## config.mk

```make
export PLATFORM = sky130hd
export DESIGN_NAME = exec_stage
export DESIGN_NICKNAME = d
export VERILOG_FILES = /design/src/exec_pkg.sv /design/src/exec_ctrl_if.sv /design/src/exec_stage.sv /design/src/writeback_select.sv /design/src/branch_resolver.sv /design/src/alu_path.sv /design/src/exec_reg_file.sv /design/src/exec_decoder.sv
export SDC_FILE = /design/constraint.sdc
export NUM_CORES = 2
export LEC_CHECK = 0
export BUFFER_PORTS_ARGS = -buffer_cell sky130_fd_sc_hd__buf_2
export CAP_MARGIN = 10
export CORE_MARGIN = 2
export CORE_UTILIZATION = 30
export CTS_CLUSTER_DIAMETER = 40
export DETAILED_ROUTE_END_ITERATION = 10
export PLACE_DENSITY_LB_ADDON = 0.12
export SLEW_MARGIN = 15
export SYNTH_ARGS = -nofsm -noshare
export SYNTH_HDL_FRONTEND = slang
export SYNTH_HIERARCHICAL = 1
export SYNTH_SLANG_ARGS = --single-unit
```

## constraint.sdc

```tcl
create_clock -name CLK -period 12.8 [get_ports CLK]
set_input_delay 1.92 -clock CLK [delete_from_list [all_inputs] [get_ports CLK]]
set_output_delay 1.92 -clock CLK [all_outputs]
set_load 0.02 [all_outputs]
```

## src/exec_pkg.sv

```systemverilog
// Shared types for the execute stage: word, opcode, ALU, branch and select enums, reset pc
package exec_pkg;

  // One data or address word
  typedef logic [31:0] word_t;

  // Where fetch starts after reset
  localparam word_t RESET_PC = 32'h0000_0200;

  // RV32I major opcodes handled by this stage
  // Loads, stores and everything else decode as illegal
  typedef enum logic [6:0] {
    OP_LUI    = 7'b0110111,
    OP_AUIPC  = 7'b0010111,
    OP_JAL    = 7'b1101111,
    OP_JALR   = 7'b1100111,
    OP_BRANCH = 7'b1100011,
    OP_IMM    = 7'b0010011,
    OP_REG    = 7'b0110011,
    OP_SYSTEM = 7'b1110011
  } opcode_t;

  // ALU operations
  typedef enum logic [3:0] {
    ALU_ADD, ALU_SUB, ALU_SLL, ALU_SLT, ALU_SLTU,
    ALU_XOR, ALU_SRL, ALU_SRA, ALU_OR, ALU_AND
  } aluop_t;

  // Branch conditions, encoded as funct3
  typedef enum logic [2:0] {
    BR_EQ  = 3'b000,
    BR_NE  = 3'b001,
    BR_LT  = 3'b100,
    BR_GE  = 3'b101,
    BR_LTU = 3'b110,
    BR_GEU = 3'b111
  } branch_t;

  // Write-back source
  typedef enum logic [1:0] {WS_ALU, WS_PC4, WS_IMM_U} wsel_t;

  // ALU operand sources
  typedef enum logic {AS_RS1, AS_PC} asel_t;
  typedef enum logic {BS_RS2, BS_IMM} bsel_t;

endpackage
```

## src/exec_ctrl_if.sv

```systemverilog
// Decoded control and immediate bundle with decoder, ALU, resolver and write-back modports
interface exec_ctrl_if import exec_pkg::*; ();

  aluop_t  alu_op;
  asel_t   a_sel;
  bsel_t   b_sel;
  wsel_t   w_sel;
  // Sign-extended immediate, already chosen by instruction format
  word_t   imm;
  logic    branch;
  logic    jump;
  // Set with jump for JALR, clear for JAL
  logic    jalr;
  branch_t branch_type;
  logic    wen;

  modport decoder (
    output alu_op, a_sel, b_sel, w_sel, imm,
    output branch, jump, jalr, branch_type, wen
  );
  modport alu (input alu_op, a_sel, b_sel, imm);
  modport resolver (input branch, jump, jalr, branch_type, imm);
  modport writeback (input w_sel, imm, wen);

endinterface

```

## src/exec_stage.sv

```systemverilog
// Execute stage top: decoder, register file, ALU path, branch resolver, write-back select
module exec_stage
  import exec_pkg::*;
#(
  parameter int REG_COUNT = 32
) (
  input  logic       CLK,
  input  logic       rst_n,
  input  word_t      instr,
  input  word_t      pc,
  input  logic       prediction,
  input  logic       stall,
  output word_t      brj_addr,
  output logic       mispredict,
  output logic       halt,
  output logic       wb_wen,
  output logic [4:0] wb_addr,
  output word_t      wb_data
);

  // Decoded control shared by the three consumers
  exec_ctrl_if ctrl ();

  logic [4:0] rs1_addr;
  logic [4:0] rs2_addr;
  logic [4:0] rd_addr;
  word_t      rs1_data;
  word_t      rs2_data;
  word_t      alu_result;

  exec_decoder #(.REG_COUNT(REG_COUNT)) decoder (
    .instr    (instr),
    .ctrl     (ctrl),
    .rs1_addr (rs1_addr),
    .rs2_addr (rs2_addr),
    .rd_addr  (rd_addr),
    .halt     (halt)
  );

  // Write port fed back from the write-back trace outputs
  exec_reg_file #(.REG_COUNT(REG_COUNT)) reg_file (
    .CLK      (CLK),
    .rst_n    (rst_n),
    .rs1_addr (rs1_addr),
    .rs2_addr (rs2_addr),
    .w_addr   (wb_addr),
    .w_en     (wb_wen),
    .w_data   (wb_data),
    .rs1_data (rs1_data),
    .rs2_data (rs2_data)
  );

  // ALU path and resolver run side by side
  alu_path alu (
    .ctrl       (ctrl),
    .pc         (pc),
    .rs1_data   (rs1_data),
    .rs2_data   (rs2_data),
    .alu_result (alu_result)
  );

  branch_resolver resolver (
    .ctrl       (ctrl),
    .pc         (pc),
    .rs1_data   (rs1_data),
    .rs2_data   (rs2_data),
    .prediction (prediction),
    .brj_addr   (brj_addr),
    .mispredict (mispredict)
  );

  writeback_select wb_sel (
    .ctrl       (ctrl),
    .alu_result (alu_result),
    .pc         (pc),
    .rd_addr    (rd_addr),
    .stall      (stall),
    .w_en       (wb_wen),
    .w_addr     (wb_addr),
    .w_data     (wb_data)
  );

endmodule

```

## src/writeback_select.sv

```systemverilog
// Write-back source select and stall-gated register write enable
module writeback_select
  import exec_pkg::*;
(
  exec_ctrl_if.writeback ctrl,
  input  word_t          alu_result,
  input  word_t          pc,
  input  logic [4:0]     rd_addr,
  input  logic           stall,
  output logic           w_en,
  output logic [4:0]     w_addr,
  output word_t          w_data
);

  // Link value for JAL and JALR
  word_t pc4;

  assign pc4 = pc + 32'd4;

  always_comb begin
    case (ctrl.w_sel)
      WS_PC4:   w_data = pc4;
      WS_IMM_U: w_data = ctrl.imm;
      default:  w_data = alu_result;
    endcase
  end

  // Stall holds the write; x0 is never written
  assign w_en   = ctrl.wen & ~stall & (rd_addr != '0);
  assign w_addr = rd_addr;

endmodule

```

## src/branch_resolver.sv

```systemverilog
// Branch condition, jump and branch targets, redirect address and mispredict
module branch_resolver
  import exec_pkg::*;
(
  exec_ctrl_if.resolver ctrl,
  input  word_t         pc,
  input  word_t         rs1_data,
  input  word_t         rs2_data,
  input  logic          prediction,
  output word_t         brj_addr,
  output logic          mispredict
);

  word_t pc4;
  word_t pc_imm;
  word_t jalr_target;
  logic  taken;

  assign pc4    = pc + 32'd4;
  // Shared by JAL and the conditional branches
  assign pc_imm = pc + ctrl.imm;
  // JALR clears bit 0 of the sum
  assign jalr_target = (rs1_data + ctrl.imm) & ~32'd1;

  // Condition from funct3
  always_comb begin
    case (ctrl.branch_type)
      BR_EQ:   taken = (rs1_data == rs2_data);
      BR_NE:   taken = (rs1_data != rs2_data);
      BR_LT:   taken = ($signed(rs1_data) < $signed(rs2_data));
      BR_GE:   taken = ($signed(rs1_data) >= $signed(rs2_data));
      BR_LTU:  taken = (rs1_data < rs2_data);
      BR_GEU:  taken = (rs1_data >= rs2_data);
      default: taken = 1'b0;
    endcase
  end

  always_comb begin
    if (ctrl.jump) begin
      brj_addr   = ctrl.jalr ? jalr_target : pc_imm;
      // Jumps always redirect
      mispredict = 1'b1;
    end else if (ctrl.branch) begin
      brj_addr   = taken ? pc_imm : pc4;
      mispredict = prediction ^ taken;
    end else begin
      // Sequential flow, so any taken prediction was wrong
      brj_addr   = pc4;
      mispredict = prediction;
    end
  end

endmodule

```

## src/alu_path.sv

```systemverilog
// Operand selection and the RV32I ALU
module alu_path
  import exec_pkg::*;
(
  exec_ctrl_if.alu ctrl,
  input  word_t    pc,
  input  word_t    rs1_data,
  input  word_t    rs2_data,
  output word_t    alu_result
);

  word_t      op_a;
  word_t      op_b;
  logic [4:0] shamt;

  // A is rs1 or pc (AUIPC)
  assign op_a = (ctrl.a_sel == AS_PC) ? pc : rs1_data;
  // B is rs2 or the immediate
  assign op_b = (ctrl.b_sel == BS_IMM) ? ctrl.imm : rs2_data;

  // Shift amount from low bits of B only
  assign shamt = op_b[4:0];

  always_comb begin
    case (ctrl.alu_op)
      ALU_ADD:  alu_result = op_a + op_b;
      ALU_SUB:  alu_result = op_a - op_b;
      ALU_SLL:  alu_result = op_a << shamt;
      ALU_SLT:  alu_result = {31'b0, $signed(op_a) < $signed(op_b)};
      ALU_SLTU: alu_result = {31'b0, op_a < op_b};
      ALU_XOR:  alu_result = op_a ^ op_b;
      ALU_SRL:  alu_result = op_a >> shamt;
      // Arithmetic shift keeps the sign
      ALU_SRA:  alu_result = word_t'($signed(op_a) >>> shamt);
      ALU_OR:   alu_result = op_a | op_b;
      ALU_AND:  alu_result = op_a & op_b;
      default:  alu_result = '0;
    endcase
  end

endmodule

```

## src/exec_reg_file.sv

```systemverilog
// Register file: two read ports, one write port, register zero reads zero
module exec_reg_file
  import exec_pkg::*;
#(
  parameter int REG_COUNT = 32
) (
  input  logic       CLK,
  input  logic       rst_n,
  input  logic [4:0] rs1_addr,
  input  logic [4:0] rs2_addr,
  input  logic [4:0] w_addr,
  input  logic       w_en,
  input  word_t      w_data,
  output word_t      rs1_data,
  output word_t      rs2_data
);

  word_t regs [REG_COUNT];

  // All registers clear on reset
  always_ff @(posedge CLK or negedge rst_n) begin
    if (!rst_n) begin
      for (int i = 0; i < REG_COUNT; i++) begin
        regs[i] <= '0;
      end
    end else if (w_en && w_addr != '0 && int'(w_addr) < REG_COUNT) begin
      regs[w_addr] <= w_data;
    end
  end

  // Reads are combinational, so a write shows up the next cycle
  assign rs1_data = (rs1_addr == '0 || int'(rs1_addr) >= REG_COUNT) ? '0 : regs[rs1_addr];
  assign rs2_data = (rs2_addr == '0 || int'(rs2_addr) >= REG_COUNT) ? '0 : regs[rs2_addr];

endmodule

```

## src/exec_decoder.sv

```systemverilog
// Instruction decoder: control levels, immediates, register indexes and halt
module exec_decoder
  import exec_pkg::*;
#(
  parameter int REG_COUNT = 32
) (
  input  word_t         instr,
  exec_ctrl_if.decoder  ctrl,
  output logic [4:0]    rs1_addr,
  output logic [4:0]    rs2_addr,
  output logic [4:0]    rd_addr,
  output logic          halt
);

  opcode_t    opcode;
  logic [2:0] funct3;
  logic [6:0] funct7;
  word_t      imm_i;
  word_t      imm_u;
  word_t      imm_j;
  word_t      imm_b;
  logic       legal_f7;
  logic       illegal;
  logic       use_rs1;
  logic       use_rs2;
  logic       wen_dec;
  logic       bad_reg;

  // funct3 to ALU op; alt picks SUB or SRA
  function automatic aluop_t funct_to_aluop(input logic [2:0] f3, input logic alt);
    aluop_t op;
    case (f3)
      3'b000:  op = alt ? ALU_SUB : ALU_ADD;
      3'b001:  op = ALU_SLL;
      3'b010:  op = ALU_SLT;
      3'b011:  op = ALU_SLTU;
      3'b100:  op = ALU_XOR;
      3'b101:  op = alt ? ALU_SRA : ALU_SRL;
      3'b110:  op = ALU_OR;
      default: op = ALU_AND;
    endcase
    return op;
  endfunction

  assign opcode   = opcode_t'(instr[6:0]);
  assign funct3   = instr[14:12];
  assign funct7   = instr[31:25];
  assign rd_addr  = instr[11:7];
  assign rs1_addr = instr[19:15];
  assign rs2_addr = instr[24:20];

  // Format immediates, all sign extended from bit 31
  assign imm_i = {{20{instr[31]}}, instr[31:20]};
  assign imm_u = {instr[31:12], 12'b0};
  assign imm_j = {{12{instr[31]}}, instr[19:12], instr[20], instr[30:21], 1'b0};
  assign imm_b = {{20{instr[31]}}, instr[7], instr[30:25], instr[11:8], 1'b0};

  // funct7 of 0100000 only exists for SUB and SRA(I)
  assign legal_f7 = (funct7 == 7'b0) ||
                    (funct7 == 7'b0100000 && (funct3 == 3'b000 || funct3 == 3'b101));

  always_comb begin
    ctrl.alu_op      = ALU_ADD;
    ctrl.a_sel       = AS_RS1;
    ctrl.b_sel       = BS_RS2;
    ctrl.w_sel       = WS_ALU;
    ctrl.imm         = imm_i;
    ctrl.branch      = 1'b0;
    ctrl.jump        = 1'b0;
    ctrl.jalr        = 1'b0;
    ctrl.branch_type = branch_t'(funct3);
    wen_dec          = 1'b0;
    use_rs1          = 1'b0;
    use_rs2          = 1'b0;
    illegal          = 1'b0;
    case (opcode)
      OP_LUI: begin
        ctrl.w_sel = WS_IMM_U;
        ctrl.imm   = imm_u;
        wen_dec    = 1'b1;
      end
      // pc + U immediate through the ALU
      OP_AUIPC: begin
        ctrl.a_sel = AS_PC;
        ctrl.b_sel = BS_IMM;
        ctrl.imm   = imm_u;
        wen_dec    = 1'b1;
      end
      OP_JAL: begin
        ctrl.w_sel = WS_PC4;
        ctrl.imm   = imm_j;
        ctrl.jump  = 1'b1;
        wen_dec    = 1'b1;
      end
      OP_JALR: begin
        ctrl.w_sel = WS_PC4;
        ctrl.jump  = 1'b1;
        ctrl.jalr  = 1'b1;
        wen_dec    = 1'b1;
        use_rs1    = 1'b1;
        illegal    = (funct3 != 3'b000);
      end
      OP_BRANCH: begin
        ctrl.imm    = imm_b;
        ctrl.branch = 1'b1;
        use_rs1     = 1'b1;
        use_rs2     = 1'b1;
        // funct3 010 and 011 are unused
        illegal     = (funct3[2:1] == 2'b01);
      end
      OP_IMM: begin
        ctrl.b_sel  = BS_IMM;
        ctrl.alu_op = funct_to_aluop(funct3, funct3 == 3'b101 && funct7[5]);
        wen_dec     = 1'b1;
        use_rs1     = 1'b1;
        // Shift immediates carry funct7 in the upper bits
        illegal     = (funct3[1:0] == 2'b01) && !legal_f7;
      end
      OP_REG: begin
        ctrl.alu_op = funct_to_aluop(funct3, funct7[5]);
        wen_dec     = 1'b1;
        use_rs1     = 1'b1;
        use_rs2     = 1'b1;
        illegal     = !legal_f7;
      end
      // ECALL and EBREAK stop the core
      OP_SYSTEM: illegal = 1'b1;
      default:   illegal = 1'b1;
    endcase
  end

  // Registers outside the architectural set (RV32E)
  assign bad_reg = (wen_dec && int'(rd_addr) >= REG_COUNT) ||
                   (use_rs1 && int'(rs1_addr) >= REG_COUNT) ||
                   (use_rs2 && int'(rs2_addr) >= REG_COUNT);

  assign halt = illegal | bad_reg;

  // A halting instruction never writes
  assign ctrl.wen = wen_dec & ~halt;

endmodule

```

==> results.toml <==
[layout]
final_area_sq_um = 81500
top_regs = "reg_file/regs x1024"
area_delta_synth_final_pct = 15.3
layout.nets = 6219
regMostFlops = "reg_file/regs"
stdcell_count = 9251
largest_reg_flops = 1024
layout-drive-gt1-share_pct = 39.5
fillers = 23249
fin_util_pct = 34.7

[die]
rows = 178
chipWidth_microns = 489
io_pins = 140
core_sq_um = 235000
die_h_microns = 489
initial_utilization_pct = 30.1
die-area_sq_um = 239000

[synthesis]
synth-seq-cells = 1024
synth_nets = 6227
yosys.area.top_type = "dfrtp_1"
ys.flop_type = "dfrtp_1"
avgSynthCellArea_sq_um = 11.9
yosysUniqueCellTypes = 117
synth.most_common_cell = "mux2_2"
synth_area_sq_um = 70700
synthCells = 5959
synthTopCellsByArea = "dfrtp_1 (36%), mux2_2 (17%), mux4_2 (15%)"
synth_enable_flop_cells = 0
synthArstFlopShare_pct = 100
ys_warn_count = 6
synth_top_area_share_pct = 36.3
yosysSeqAreaShare_pct = 36.3
synth_commonest_cells = "mux2_2 (1046), dfrtp_1 (1024), mux4_2 (461), mux2i_1 (343), clkbuf_1 (288)"

[timing]
tightest_slew_ps = 1210
hold-worst-slack_ps = 393
setup_viol = 0
final_max_slew_viol_count = 0
maxSlewHeadroom_pct = 17.2
setup_tns_ps = 0
final.setup_skew_ps = 39.9
fin_crit_sh_pct = 90.9
finalHoldViolations = 0
fmax_ghz = 0.0860
final.min_clock_period_ps = 11630
rsz0062_at_grt = "no"

[drt]
drtIter0Drc = 4732
drt-pass1-iter-count = 8
wl_per_cell_microns = 34.4
drtAntennaViolNets = 0
route.detailed.drc = 0
via_per_inst = 5.91
drt-total-wl_microns = 318000
vias = 54707

[min_path]
hold_class = "reg -> reg"

[critical_path]
crit_path_end_kind = "output port"
startpoint = "instr[15]"
r2r_slack_ps = 4790
cp_data_arrival_time_ps = 9710
path_buf_inv = 4
crit_required_ps = 10880
path_depth = 21
cp-endpoint = "wb_data[0]"
r2r-end = "reg_file/regs[704]"
reg2regPathDepth = 21
path_delay_family = "compound AO/OA/AOI/OAI gates"
critPathSlowestCell = "o41ai_1"
critPathKind = "in -> out"
cp_cell_sequence = "buf_8, mux4_2, a22o_1, a2111oi_0, nor3_1, buf_4, mux2i_1, fa_1, o21bai_1, o2111ai_1, nand3_1, a21o_1, o21ai_1, o31ai_1, a21boi_1, nor3_1, buf_4, o41ai_1, nand2_1, o21ai_2, buf_2"
worst_setup_path_start_kind = "primary input"
rr_startpoint = "reg_file/regs[513]"
worstPathMaxFanout = 44
slowest_delay_ps = 820

[global_routing]
grt_pass1_vias = 55281
grt_max_degree = 160
antenna_found_initial = 22
grt_pass1_wl_microns = 444000
grtUsageTotal_pct = 26.1
overflow = 0

[job]
maxCapViolations = 0

[cts]
cts_inserted_buffers = 167
ctsHoldBuffers = 0
post_cts_buffers = 0
cts_tree = "built"
clk_latency_ps = 830
post_cts_resized = 0
clockBufferDepth = 3
htree_levels = 4
cts.reportedPaths.clkPinSlew_ps = 50
cts_num_sinks = 1024
cts_root_buf = "clkbuf_16"

[place]
routabilityCongestion = 0.962
port_buffers = 139
placed_area_sq_um = 75500
dpl.hpwl_microns = 222000
place_inst = 8932

[power]
peakVddDrop_uv = 154
p_per_area_nw_per_um2 = 125
power_leakage_nw = 36.5

[status]
status = "finished clean"
==> stage by stage <==
stage	worst slack (ps)	power [mW]
2_1_floorplan	3190	4.53
3_3_place_gp	1210	5.38
3_5_place_dp	1450	5.38
4_1_cts	1440	10.2
5_1_grt	976	10.5
6_report	1170	10.2
==> placed cells by master, fill, tap and decap left out, types with 115 or more instances in the layout <==
cell type / instances
o21ai_0: 134
a21oi_1: 205
o22ai_1: 115
nand2_1: 237
mux4_2: 461
ha_1: 195
nor2_1: 178
dfrtp_1: 1024
buf_4: 251
buf_2: 132
mux2i_1: 339
clkbuf_16: 175
inv_1: 151
mux2_2: 1046
==> final cells by class <==
type | instances | area [sq um] | share of cell area, %
Sequential cell | 1024 | 25600 | 31.4
Clock buffer | 202 | 4650 | 5.71
Multi-Input combinational cell | 4185 | 42300 | 51.9
Tap cell | 3150 | 3940 | 4.84
Clock inverter | 106 | 1310 | 1.61
Inverter | 165 | 619 | 0.760
Antenna cell | 11 | 27.5 | 0.0338
Timing Repair Buffer | 408 | 3010 | 3.70
==> layer usage <==
layer | global-route usage [%] | vias up | share of wire, %
li1 | - | 22850 | -
met1 | 34.9 | 29178 | 43
met2 | 41.1 | 2133 | 46
met3 | 4.53 | 544 | 6.2
met4 | 12.3 | 2 | 5.1
met5 | 0 | - | 0.0028
==> how the worst min path moves through the flow <==
| stage | startpoint | endpoint | slack, ps | cells after the start |
|---|---|---|---|---|
| floorplan | reg_file/regs[1010] | reg_file/regs[1010] | 440 | 1 |
| global route | reg_file/regs[1017] | reg_file/regs[1017] | 410 | 0 |
| global placement | reg_file/regs[1010] | reg_file/regs[1010] | 380 | 0 |
| CTS | reg_file/regs[1010] | reg_file/regs[1010] | 390 | 0 |
| finish | reg_file/regs[1022] | reg_file/regs[1022] | 390 | 0 |
| detailed placement | reg_file/regs[1010] | reg_file/regs[1010] | 380 | 0 |
==> cells by family after synthesis <==
| family | share of synthesized area [%] |
|---|---|
| simple gates | 6.49 |
| flops | 36.3 |
| compound gates | 10.8 |
| xor+xnor | 1.30 |
| mux | 36.8 |
| buf+inv | 4.84 |
| fa+ha+maj | 3.58 |
==> where the power goes <==
part           internal [mW]  switching [mW]  total [mW]
Sequential              3.32          0.0613        3.38
Clock                   3.04            1.78        4.81
Combinational          0.623            1.35        1.97
Total                   6.98            3.19        10.2
Power figures use the tool's default switching activity.
